File: src/mmu_consts.svh
`ifndef MMU_CONSTS_SVH
`define MMU_CONSTS_SVH

// tlb geometry.
`define TLB_ENTRIES 4
`define PAGE_SHIFT 12

// cycles the internal reset stays low after aresetn rises.
`define RESET_HOLD_CYCLES 16

// apb register offsets.
`define APB_ENTRY_HI 4'h0
`define APB_ENTRY_LO 4'h4
`define APB_INDEX 4'h8

// entry_lo flag bits.
`define ENTRY_LO_DIRTY 1
`define ENTRY_LO_VALID 0

`endif

File: src/mmu_pkg.sv
`default_nettype none

`include "mmu_consts.svh"

package mmu_pkg;

    typedef logic [31:0] vaddr_t;
    typedef logic [31:0] paddr_t;
    typedef logic [31:0] word_t;
    typedef logic [3:0] strb_t;

    typedef logic [31-`PAGE_SHIFT:0] vpn_t; // virtual page number.
    typedef logic [31-`PAGE_SHIFT:0] pfn_t; // physical frame number.
    typedef logic [$clog2(`TLB_ENTRIES)-1:0] tlb_idx_t;

    typedef enum logic [2:0] {
        EXC_NONE,
        EXC_ADDR_ERR,    // word access not aligned.
        EXC_TLB_MISS,
        EXC_TLB_INVALID,
        EXC_TLB_MOD,     // store to a clean page.
        EXC_BUS_ERR
    } exc_code_t;

endpackage

`default_nettype wire

File: src/bus_pkg.sv
`default_nettype none

package bus_pkg;

    typedef logic [3:0] apb_addr_t; // register offset.
    typedef logic [1:0] axi_resp_t;

    typedef enum logic [2:0] {
        AXI_IDLE,
        AXI_AR,
        AXI_R,
        AXI_AW_W, // address and data channels run in parallel.
        AXI_B,
        AXI_RSP
    } axi_state_t;

endpackage

`default_nettype wire

File: src/mem_req_if.sv
`timescale 1ns/10ps
`default_nettype none

interface mem_req_if import mmu_pkg::*; ();

    logic      valid;
    paddr_t    paddr;
    logic      write;
    word_t     wdata;
    strb_t     wstrb;
    exc_code_t exc;   // non-zero items skip the bus.
    logic      ready;

    modport src (
        output valid, paddr, write, wdata, wstrb, exc,
        input  ready
    );

    modport dst (
        input  valid, paddr, write, wdata, wstrb, exc,
        output ready
    );

endinterface

`default_nettype wire

File: src/tlb_write_if.sv
`timescale 1ns/10ps
`default_nettype none

interface tlb_write_if import mmu_pkg::*; ();

    logic     we; // one cycle per entry write.
    tlb_idx_t idx;
    vpn_t     vpn;
    pfn_t     pfn;
    logic     valid;
    logic     dirty;

    modport src (
        output we, idx, vpn, pfn, valid, dirty
    );

    modport dst (
        input  we, idx, vpn, pfn, valid, dirty
    );

endinterface

`default_nettype wire

File: src/tlb_cfg_apb.sv
`timescale 1ns/10ps
`default_nettype none

`include "mmu_consts.svh"

module tlb_cfg_apb import mmu_pkg::*, bus_pkg::*; (
    input  wire logic  aclk,
    input  wire logic  aresetn,

    input  wire logic  i_psel,
    input  wire logic  i_penable,
    input  wire logic  i_pwrite,
    input  apb_addr_t  i_paddr,
    input  word_t      i_pwdata,
    output word_t      o_prdata,
    output logic       o_pready,
    output logic       o_pslverr,

    tlb_write_if.src   tlb_wr
);

    word_t    entry_hi;
    word_t    entry_lo;
    logic     we_q;
    tlb_idx_t idx_q;
    logic     access;
    logic     addr_ok;

    assign access  = i_psel && i_penable;
    assign addr_ok = (i_paddr == `APB_ENTRY_HI) || (i_paddr == `APB_ENTRY_LO) ||
                     (i_paddr == `APB_INDEX);

    always_ff @(posedge aclk) begin
        if (!aresetn) begin
            entry_hi <= '0;
            entry_lo <= '0;
            we_q     <= 1'b0;
            idx_q    <= '0;
        end else begin
            we_q <= 1'b0;
            if (access && i_pwrite) begin
                case (i_paddr)
                    `APB_ENTRY_HI: entry_hi <= i_pwdata;
                    `APB_ENTRY_LO: entry_lo <= i_pwdata;
                    `APB_INDEX: begin
                        we_q  <= 1'b1; // commit the staged entry.
                        idx_q <= i_pwdata[$bits(tlb_idx_t)-1:0];
                    end
                    default: ;
                endcase
            end
        end
    end

    always_comb begin
        case (i_paddr)
            `APB_ENTRY_HI: o_prdata = entry_hi;
            `APB_ENTRY_LO: o_prdata = entry_lo;
            default:       o_prdata = '0; // index is write only.
        endcase
    end

    assign o_pready  = 1'b1;
    assign o_pslverr = access && !addr_ok;

    // staging registers cannot change before the pulse is consumed.
    assign tlb_wr.we    = we_q;
    assign tlb_wr.idx   = idx_q;
    assign tlb_wr.vpn   = entry_hi[31:`PAGE_SHIFT];
    assign tlb_wr.pfn   = entry_lo[31:`PAGE_SHIFT];
    assign tlb_wr.dirty = entry_lo[`ENTRY_LO_DIRTY];
    assign tlb_wr.valid = entry_lo[`ENTRY_LO_VALID];

endmodule

`default_nettype wire

File: src/tlb_translate.sv
`timescale 1ns/10ps
`default_nettype none

`include "mmu_consts.svh"

module tlb_translate import mmu_pkg::*; (
    input  wire logic aclk,
    input  wire logic i_rst_n,

    input  wire logic i_req_valid,
    input  wire logic i_req_write,
    input  vaddr_t    i_req_addr,
    input  word_t     i_req_wdata,
    input  strb_t     i_req_wstrb,
    output logic      o_req_ready,

    tlb_write_if.dst  tlb_wr,
    mem_req_if.src    req
);

    vpn_t                   tlb_vpn [`TLB_ENTRIES];
    pfn_t                   tlb_pfn [`TLB_ENTRIES];
    logic [`TLB_ENTRIES-1:0] tlb_dirty;
    logic [`TLB_ENTRIES-1:0] tlb_valid;

    vpn_t      req_vpn;
    logic      unmapped;
    logic      hit;
    tlb_idx_t  hit_idx;
    exc_code_t next_exc;
    paddr_t    next_paddr;

    logic      run_q;
    logic      accept;
    logic      slot_valid;
    paddr_t    slot_paddr;
    logic      slot_write;
    word_t     slot_wdata;
    strb_t     slot_wstrb;
    exc_code_t slot_exc;

    always_ff @(posedge aclk) begin
        if (tlb_wr.we) begin
            tlb_vpn[tlb_wr.idx]   <= tlb_wr.vpn;
            tlb_pfn[tlb_wr.idx]   <= tlb_wr.pfn;
            tlb_dirty[tlb_wr.idx] <= tlb_wr.dirty;
        end
    end

    // entries programmed during the reset hold are kept.
    always_ff @(posedge aclk) begin
        for (int i = 0; i < `TLB_ENTRIES; i++) begin
            if (tlb_wr.we && (tlb_wr.idx == tlb_idx_t'(i))) begin
                tlb_valid[i] <= tlb_wr.valid;
            end else if (!i_rst_n) begin
                tlb_valid[i] <= 1'b0;
            end
        end
    end

    assign req_vpn  = i_req_addr[31:`PAGE_SHIFT];
    assign unmapped = (i_req_addr[31:30] == 2'b10);

    always_comb begin
        hit     = 1'b0;
        hit_idx = '0;
        for (int i = `TLB_ENTRIES - 1; i >= 0; i--) begin // lowest index wins.
            if (tlb_vpn[i] == req_vpn) begin
                hit     = 1'b1;
                hit_idx = tlb_idx_t'(i);
            end
        end
    end

    always_comb begin
        next_exc   = EXC_NONE;
        next_paddr = {3'b000, i_req_addr[28:0]};
        if (i_req_addr[1:0] != 2'b00) begin
            next_exc = EXC_ADDR_ERR;
        end else if (!unmapped) begin
            next_paddr = {tlb_pfn[hit_idx], i_req_addr[`PAGE_SHIFT-1:0]};
            if (!hit) begin
                next_exc = EXC_TLB_MISS;
            end else if (!tlb_valid[hit_idx]) begin
                next_exc = EXC_TLB_INVALID;
            end else if (i_req_write && !tlb_dirty[hit_idx]) begin
                next_exc = EXC_TLB_MOD;
            end
        end
    end

    assign o_req_ready = run_q && (!slot_valid || req.ready);
    assign accept      = i_req_valid && o_req_ready;

    always_ff @(posedge aclk) begin
        if (!i_rst_n) begin
            run_q      <= 1'b0;
            slot_valid <= 1'b0;
        end else begin
            run_q <= 1'b1;
            if (accept) begin
                slot_valid <= 1'b1;
            end else if (req.ready) begin
                slot_valid <= 1'b0; // item taken by the master.
            end
        end
    end

    always_ff @(posedge aclk) begin
        if (accept) begin
            slot_paddr <= next_paddr;
            slot_write <= i_req_write;
            slot_wdata <= i_req_wdata;
            slot_wstrb <= i_req_wstrb;
            slot_exc   <= next_exc;
        end
    end

    assign req.valid = slot_valid;
    assign req.paddr = slot_paddr;
    assign req.write = slot_write;
    assign req.wdata = slot_wdata;
    assign req.wstrb = slot_wstrb;
    assign req.exc   = slot_exc;

endmodule

`default_nettype wire

File: src/axi_lite_master.sv
`timescale 1ns/10ps
`default_nettype none

module axi_lite_master import mmu_pkg::*, bus_pkg::*; (
    input  wire logic aclk,
    input  wire logic i_rst_n,

    mem_req_if.dst    req,

    output logic      o_rsp_valid,
    output word_t     o_rsp_rdata,
    output exc_code_t o_rsp_exc,

    output paddr_t    o_araddr,
    output logic      o_arvalid,
    input  wire logic i_arready,
    input  word_t     i_rdata,
    input  axi_resp_t i_rresp,
    input  wire logic i_rvalid,
    output logic      o_rready,

    output paddr_t    o_awaddr,
    output logic      o_awvalid,
    input  wire logic i_awready,
    output word_t     o_wdata,
    output strb_t     o_wstrb,
    output logic      o_wvalid,
    input  wire logic i_wready,
    input  axi_resp_t i_bresp,
    input  wire logic i_bvalid,
    output logic      o_bready
);

    axi_state_t state;
    logic       aw_pend;
    logic       w_pend;
    logic       take;
    logic       aw_fire;
    logic       w_fire;
    paddr_t     addr_q;
    word_t      wdata_q;
    strb_t      wstrb_q;
    word_t      rsp_rdata_q;
    exc_code_t  rsp_exc_q;

    assign req.ready = (state == AXI_IDLE);
    assign take      = req.valid && req.ready;
    assign aw_fire   = aw_pend && i_awready;
    assign w_fire    = w_pend && i_wready;

    always_ff @(posedge aclk) begin
        if (!i_rst_n) begin
            state   <= AXI_IDLE;
            aw_pend <= 1'b0;
            w_pend  <= 1'b0;
        end else begin
            case (state)
                AXI_IDLE: begin
                    if (take) begin
                        if (req.exc != EXC_NONE) begin
                            state <= AXI_RSP;
                        end else if (req.write) begin
                            state   <= AXI_AW_W;
                            aw_pend <= 1'b1;
                            w_pend  <= 1'b1;
                        end else begin
                            state <= AXI_AR;
                        end
                    end
                end
                AXI_AR: if (i_arready) state <= AXI_R;
                AXI_R:  if (i_rvalid) state <= AXI_RSP;
                AXI_AW_W: begin
                    if (aw_fire) aw_pend <= 1'b0;
                    if (w_fire) w_pend <= 1'b0;
                    if ((aw_fire || !aw_pend) && (w_fire || !w_pend)) begin
                        state <= AXI_B;
                    end
                end
                AXI_B:   if (i_bvalid) state <= AXI_RSP;
                default: state <= AXI_IDLE; // response cycle.
            endcase
        end
    end

    always_ff @(posedge aclk) begin
        if (take) begin
            addr_q      <= req.paddr;
            wdata_q     <= req.wdata;
            wstrb_q     <= req.wstrb;
            rsp_rdata_q <= '0;
            rsp_exc_q   <= req.exc;
        end else if ((state == AXI_R) && i_rvalid) begin
            rsp_rdata_q <= (i_rresp != '0) ? '0 : i_rdata;
            rsp_exc_q   <= (i_rresp != '0) ? EXC_BUS_ERR : EXC_NONE;
        end else if ((state == AXI_B) && i_bvalid) begin
            rsp_exc_q <= (i_bresp != '0) ? EXC_BUS_ERR : EXC_NONE;
        end
    end

    assign o_araddr  = addr_q;
    assign o_arvalid = (state == AXI_AR);
    assign o_rready  = (state == AXI_R);
    assign o_awaddr  = addr_q;
    assign o_awvalid = aw_pend;
    assign o_wdata   = wdata_q;
    assign o_wstrb   = wstrb_q;
    assign o_wvalid  = w_pend;
    assign o_bready  = (state == AXI_B);

    assign o_rsp_valid = (state == AXI_RSP);
    assign o_rsp_rdata = rsp_rdata_q;
    assign o_rsp_exc   = rsp_exc_q;

endmodule

`default_nettype wire

File: src/mmu_top.sv
`timescale 1ns/10ps
`default_nettype none

`include "mmu_consts.svh"

module mmu_top import mmu_pkg::*, bus_pkg::*; (
    input  wire logic aclk,
    input  wire logic aresetn,

    input  wire logic i_req_valid,
    output logic      o_req_ready,
    input  wire logic i_req_write,
    input  vaddr_t    i_req_addr,
    input  word_t     i_req_wdata,
    input  strb_t     i_req_wstrb,

    output logic      o_rsp_valid,
    output word_t     o_rsp_rdata,
    output exc_code_t o_rsp_exc,

    input  wire logic i_psel,
    input  wire logic i_penable,
    input  wire logic i_pwrite,
    input  apb_addr_t i_paddr,
    input  word_t     i_pwdata,
    output word_t     o_prdata,
    output logic      o_pready,
    output logic      o_pslverr,

    output paddr_t    o_araddr,
    output logic      o_arvalid,
    input  wire logic i_arready,
    input  word_t     i_rdata,
    input  axi_resp_t i_rresp,
    input  wire logic i_rvalid,
    output logic      o_rready,

    output paddr_t    o_awaddr,
    output logic      o_awvalid,
    input  wire logic i_awready,
    output word_t     o_wdata,
    output strb_t     o_wstrb,
    output logic      o_wvalid,
    input  wire logic i_wready,
    input  axi_resp_t i_bresp,
    input  wire logic i_bvalid,
    output logic      o_bready
);

    localparam int HOLD_W = $clog2(`RESET_HOLD_CYCLES);

    logic [HOLD_W-1:0] hold_cnt;
    logic              hold_done;
    logic              core_rst_n;

    always_ff @(posedge aclk) begin
        if (!aresetn) begin
            hold_done <= 1'b0;
            hold_cnt  <= '0;
        end else if (!hold_done) begin
            hold_cnt <= hold_cnt + 1'b1;
            if (hold_cnt == HOLD_W'(`RESET_HOLD_CYCLES - 1)) begin
                hold_done <= 1'b1; // data path leaves reset.
            end
        end
    end

    assign core_rst_n = aresetn && hold_done;

    tlb_write_if tlb_wr_bus ();
    mem_req_if   req_bus ();

    tlb_cfg_apb u_cfg (
        .aclk      (aclk),
        .aresetn   (aresetn),
        .i_psel    (i_psel),
        .i_penable (i_penable),
        .i_pwrite  (i_pwrite),
        .i_paddr   (i_paddr),
        .i_pwdata  (i_pwdata),
        .o_prdata  (o_prdata),
        .o_pready  (o_pready),
        .o_pslverr (o_pslverr),
        .tlb_wr    (tlb_wr_bus.src)
    );

    tlb_translate u_xlat (
        .aclk        (aclk),
        .i_rst_n     (core_rst_n),
        .i_req_valid (i_req_valid),
        .i_req_write (i_req_write),
        .i_req_addr  (i_req_addr),
        .i_req_wdata (i_req_wdata),
        .i_req_wstrb (i_req_wstrb),
        .o_req_ready (o_req_ready),
        .tlb_wr      (tlb_wr_bus.dst),
        .req         (req_bus.src)
    );

    axi_lite_master u_axi (
        .aclk        (aclk),
        .i_rst_n     (core_rst_n),
        .req         (req_bus.dst),
        .o_rsp_valid (o_rsp_valid),
        .o_rsp_rdata (o_rsp_rdata),
        .o_rsp_exc   (o_rsp_exc),
        .o_araddr    (o_araddr),
        .o_arvalid   (o_arvalid),
        .i_arready   (i_arready),
        .i_rdata     (i_rdata),
        .i_rresp     (i_rresp),
        .i_rvalid    (i_rvalid),
        .o_rready    (o_rready),
        .o_awaddr    (o_awaddr),
        .o_awvalid   (o_awvalid),
        .i_awready   (i_awready),
        .o_wdata     (o_wdata),
        .o_wstrb     (o_wstrb),
        .o_wvalid    (o_wvalid),
        .i_wready    (i_wready),
        .i_bresp     (i_bresp),
        .i_bvalid    (i_bvalid),
        .o_bready    (o_bready)
    );

endmodule

`default_nettype wire

File: config.mk
export PLATFORM = sky130hd
export DESIGN_NAME = mmu_top
export DESIGN_NICKNAME = d
export VERILOG_FILES = /design/src/mmu_pkg.sv /design/src/bus_pkg.sv /design/src/mem_req_if.sv /design/src/tlb_write_if.sv /design/src/tlb_cfg_apb.sv /design/src/tlb_translate.sv /design/src/axi_lite_master.sv /design/src/mmu_top.sv
export VERILOG_INCLUDE_DIRS = /design/src
export SDC_FILE = /design/constraint.sdc
export NUM_CORES = 1
export LEC_CHECK = 0
export BUFFER_PORTS_ARGS = -buffer_cell sky130_fd_sc_hd__buf_2
export CORE_AREA = 3 3 171 173
export DETAILED_ROUTE_END_ITERATION = 12
export DIE_AREA = 0 0 174 176
export HOLD_SLACK_MARGIN = 0.03
export PLACE_DENSITY_LB_ADDON = 0.12
export RECOVER_POWER = 100
export SLEW_MARGIN = 15
export SYNTH_ARGS = -nofsm -noshare
export SYNTH_HDL_FRONTEND = slang
export SYNTH_SLANG_ARGS = --single-unit
File: constraint.sdc
create_clock -name aclk -period 8 [get_ports aclk]
set_clock_uncertainty 0.1 [all_clocks]
set_input_delay 2.4 -clock aclk [delete_from_list [all_inputs] [get_ports aclk]]
set_output_delay 2.4 -clock aclk [all_outputs]
set_load 0.05 [all_outputs]
# Word level (Yosys, flattened, before mapping)
# Memory sizes are Yosys's and may differ from the RTL's.
# Cells that the tools add are included.
# totals
inputBits	152
ramBits	160
output_inout_bits	176
mem_count	2
word_cells	169
regBits	262
# memory_table
memory	depth	width	rd	rd_ports_with_merged_regs	wr	line	source
u_xlat.tlb_pfn	4	20	1	0	1	tlb_translate.sv:22	pfn_t tlb_pfn [`TLB_ENTRIES];
u_xlat.tlb_vpn	4	20	4	0	1	tlb_translate.sv:21	vpn_t tlb_vpn [`TLB_ENTRIES];
# classes
muxes	56
bitwise	2
eq_ne	29
add_sub_neg	1
n_lt_le_gt_ge	3
n_reduce_logical	47
# op_table
operator	count
20-bit == test	4
32-bit one-hot mux with 2 select lines	1
29-bit two-way mux	2
3-bit two-way mux	12
32-bit two-way mux	1
1-bit two-way mux	26
1-bit logical AND	18
2-bit inequality test (second input constant)	9
3-bit one-hot mux with 5 select lines	1
5-bit AND reduction	3
2-bit two-way mux	7
2-bit nonzero test	5
4-bit == test (second input constant)	2
2-bit by 1-bit inequality test with 1-bit output (second input constant)	4
2-bit AND reduction	4
2-bit == test (second input constant)	3
3-bit by 2-bit == test with 1-bit output (second input constant)	2
3-bit == test (second input constant)	2
2-bit by 3-bit < comparator with 1-bit output (second input constant)	2
3-bit nonzero test	2
1-bit zero test	5
1-bit logical OR	5
4-bit by 1-bit adder with 4-bit output (second input constant)	1
1-bit binary-select mux with 2-bit select	2
other kinds (13)	15

# Longest topological paths before layout
# An unclocked memory read counts as a cell.
# logic_depth
word_depth	14
ltp_mapped	11
mapped_depth_nobuf	8

# Modules after synthesis
# From an unflattened synthesis, not the netlist that was laid out.
# unflattened
hier_cells	1171
area_unflattened_um2	16882.4
# modules_own_cells
mod	area_each_um2	instances	seq_area_each_um2	cells_per_inst
tlb_translate	9466.6	1	7247.0	549
axi_lite_master	3973.8	1	2872.8	262
tlb_cfg_apb	3233.1	1	1341.3	341
mmu_top	209.0	1	100.1	19

# Worst setup path after synthesis
# OpenSTA, ideal clock, no wires.
# synth_timing
path_type	input-to-output
from	input port i_paddr[2]
to	output port o_prdata[0]
n_path_buf	1
required_ns	5.500
stages	3
path_slack_ns	1.684
t_arrival_ns	3.816
path_cell_list	nor4_1 -> clkbuf_1 -> a22o_1
# synth_between
elab_chain_cells	2
word_cells_on_any_way	3
classes_between	1 x eq/ne; 1 x mux; 1 x reduce/logical
# synth_rtl
item	line	source
start: declaration	mmu_top.sv:24	input apb_addr_t i_paddr,
4-bit by 3-bit == test with 1-bit output or 4-bit zero test (tied branches)	tlb_cfg_apb.sv:56	case (i_paddr)
32-bit one-hot mux with 2 select lines *	tlb_cfg_apb.sv:56	
end: declaration	mmu_top.sv:26	output word_t o_prdata,
# Mark *: on every way between the ends. The rest lies on a longest branch, timed or not.

# Worst setup path in the final report
# layout_timing
from	input port i_paddr[3]
to	output port o_prdata[12]
# The elaborated chain is that of the path after synthesis.

==> metrics.md <==
| Metric | Value |
|---|---|
| Vias | `9,696` |
| CTS clk-pin slew, worst paths | `0.06 ns` |
| Met3 usage | `0.0452` |
| Initial Util | `0.569` |
| Met1 GRT Util | `0.311` |
| Ys flop type | `edfxtp_1` |
| Ports | `328` |
| Overflow after GRT | `0` |
| Overall routing resource usage | `0.218` |
| Core Util, Final | `0.668` |
| Fin. max-slew vios | `423` |
| DRC viols | `0` |
| Initial drt markers | `596` |
| Cell Rows | `61` |
| Yosys reg bits | `422` |
| Post-Syn Area | `15,800 µm²` |
| Synthesized area per cell | `14.1 µm²` |
| Post-CTS setup buffer count | `0` |
| Routed Wire Length | `34,500 µm` |
| Failing checks | `max-capacitance violations, max-slew violations` |
| Ratio of cells with drive above 1 in the final layout | `0.152` |
| Largest net degree at the start of global routing | `77` |
| Met2 Resource Use GR | `0.344` |
| Setup-failing EPs final | `0` |
| Initial antenna violation count | `3` |
| Hold-fix buffers, CTS | `0` |
| Status | `complete, but fails checks` |
| Routed vias/inst | `5.34` |
| EDFF count, synth | `311` |
| Synth Warn # | `0` |
| Root Buffer Master | `clkbuf_16` |
| Skew-Pair Late Insertion Delay | `0.53 ns` |
| Die Ht | `176 µm` |
| Number of buffers added on ports | `326` |
| Grt peak-use layer | `met2` |
| Critical path type | `in -> out` |
| CTS tree | `done` |
| Slew headroom | `-1.63` |
| Crit-path max FO | `17` |
| Die width | `174 µm` |
| Fin. Hold Viols | `0` |
| Worst EP required | `5.50 ns` |
| Worst EP arrival | `4.55 ns` |
| Fin nets | `1,557` |
| Final period utilization | `0.881` |
| Leakage | `6.27 nW` |
| CTS buffer count | `41` |
| Worst-Margin Slew | `3.94 ns` |
| Net Count, Synth | `1,277` |
| Distinct cell type count after synthesis | `48` |
| Worst Setup End Kind | `output pin` |
| Post-Synthesis Cells | `1,124` |
| Fmax | `0.142 GHz` |
| Core Area | `27,800 µm²` |
| Routed length per instance | `19.0 µm` |
| Asr flop ratio synth | `0` |
| Clock Sinks | `422` |
| CTS resizes | `0` |
| Area Growth Syn to Fin | `17.4%` |
| Routed Antenna Nets | `0` |
| Register area share after synthesis | `0.732` |
| P per Cell Area | `234 nW/µm²` |
| Vias in the first global route | `9,489` |
| # H-tree levels | `2` |
| Max-cap violations | `8` |
| Tmin final | `7.05 ns` |
| First-pass GRT wire length | `52,600 µm` |
| TritonRoute pass-1 iters | `5` |
| CP startpoint kind | `primary input` |
| Max Buffers Root-to-Sink | `3` |
| Worst hold path type | `reg -> reg` |
| Die area | `30,600 µm²` |
| Routability cong. | `0.816` |
| HPWL after DPL | `23,300 µm` |
| Setup TNS | `0 ns` |
| Peak supply drop | `0.000148 V` |
| RSZ-0062 raised after global routing | `false` |
flip-flops by register name, summed over array words and instances (netlist names), 32 cells and up:
| signal | cells |
|---|---|
| u_axi.o_araddr | 32 |
| u_axi.o_rsp_rdata | 32 |
| u_axi.o_wdata | 32 |
| u_cfg.entry_hi | 32 |
| u_cfg.entry_lo | 32 |
| u_xlat.req.paddr | 32 |
| u_xlat.req.wdata | 32 |
| u_xlat.tlb_pfn | 80 |
| u_xlat.tlb_vpn | 80 |
synth_stat cells (7+ instances only):
master	number	area, µm²
xnor2_1	37	324
edfxtp_1	311	9340
buf_4	37	278
nand2b_1	7	43.8
a22oi_1	32	240
dfxtp_1	111	2220
o221ai_1	18	158
buf_2	8	40.0
nand4_1	10	62.6
a21oi_1	74	370
a22o_1	32	280
nor2_1	58	218
nand2_1	160	601
and2_1	8	50.1
nor4_1	12	75.1
mux2i_1	44	440
clkbuf_1	54	203
xor2_1	46	403
path summary, 6_finish.rpt:
path | startpoint | end | slack (ns) | cells after the start
setup / recovery | i_paddr[3] | o_prdata[12] | 0.95 | 6
hold / removal | u_xlat.req.paddr[11] | u_axi.o_araddr[11] | 0.31 | 0
setup reg to reg | u_axi.state[1] | u_axi.o_rsp_exc[2] | 2.65 | 7
hold reg to reg | u_xlat.req.paddr[11] | u_axi.o_araddr[11] | 0.31 | 0
cells by family (layout without fill, tap and decap cells):
group / count (synthesis) / in the layout / share of synthesized area
other: 1 / 2 / 0.000237
adders and majority gates: 1 / 1 / 0.000792
buffers and inverters: 111 / 424 / 0.0372
and+or+nand+nor: 288 / 288 / 0.0810
muxes: 45 / 45 / 0.0293
DFF: 422 / 422 / 0.732
AOI/OAI and AO/OA: 173 / 173 / 0.0738
xor gates and xnor gates: 83 / 83 / 0.0460
placed cells by master (no fill, tap or decap), types with 4 or more instances in the layout:
cell type,n
nor4_1,11
buf_2,148
a22oi_1,32
xnor2_1,37
dfxtp_1,111
clkbuf_1,200
edfxtp_1,311
nand2_1,159
nand4_1,10
and2_1,5
bufinv_16,4
mux2i_1,44
nand3_1,5
clkbuf_16,43
and2_0,4
a22o_1,32
nor3_1,6
nand2b_1,7
xor2_1,46
clkinv_2,6
o221ai_1,18
inv_1,6
a21oi_1,74
clkinv_1,9
nor2_1,57
buf_4,4
final cells by class:
| type | count | area, µm² |
|---|---|---|
| timing repair buffer | 340 | 1480 |
| clock buffer | 57 | 1150 |
| sequential | 422 | 11600 |
| clock inverter | 19 | 189 |
| tap | 378 | 473 |
| multi-input combinational | 591 | 3670 |
| fill | 2200 | 9230 |
| inverter | 8 | 31.3 |
| antenna | 1 | 2.50 |
stage by stage:
| stage | instance area, µm² | hold slack [ns] | setup WS [ns] | instances | total power, mW |
|---|---|---|---|---|---|
| 4_1_cts | 18800 | 0.314 | 1.40 | 1815 | 4.38 |
| 6_report | 18600 | 0.313 | 0.954 | 1816 | 4.34 |
| 3_3_place_gp | 17500 | 0.300 | 1.54 | 1739 | 2.49 |
| 5_1_grt | 18600 | 0.322 | 0.813 | 1816 | 4.47 |
| 2_1_floorplan | 15800 | 0.300 | 1.68 | 1124 | 2.43 |
| 3_5_place_dp | 17500 | 0.305 | 1.40 | 1739 | 2.49 |
critical path, cell delays in order:
cell,delay [ns]
buf_2,0.13
nor3_1,0.22
and2_0,0.74
buf_4,0.37
a22o_1,0.19
clkbuf_1,0.48
routing by layer:
metal | vias to the layer above | part of all wire | wire, µm
met5 | - | 0.00064 | 22
met1 | 4609 | 0.43 | 14800
met4 | 4 | 0.020 | 678
met2 | 424 | 0.47 | 16200
met3 | 57 | 0.080 | 2760
li1 | 4602 | - | -
where the power goes:
| part | total (mW) | internal [mW] | switching, mW |
|---|---|---|---|
| logic | 0.109 | 0.0481 | 0.0607 |
| clock network | 1.90 | 1.13 | 0.763 |
| registers | 2.33 | 2.33 | 0.00343 |
| total | 4.34 | 3.51 | 0.827 |
Power figures use the tool's default switching activity.
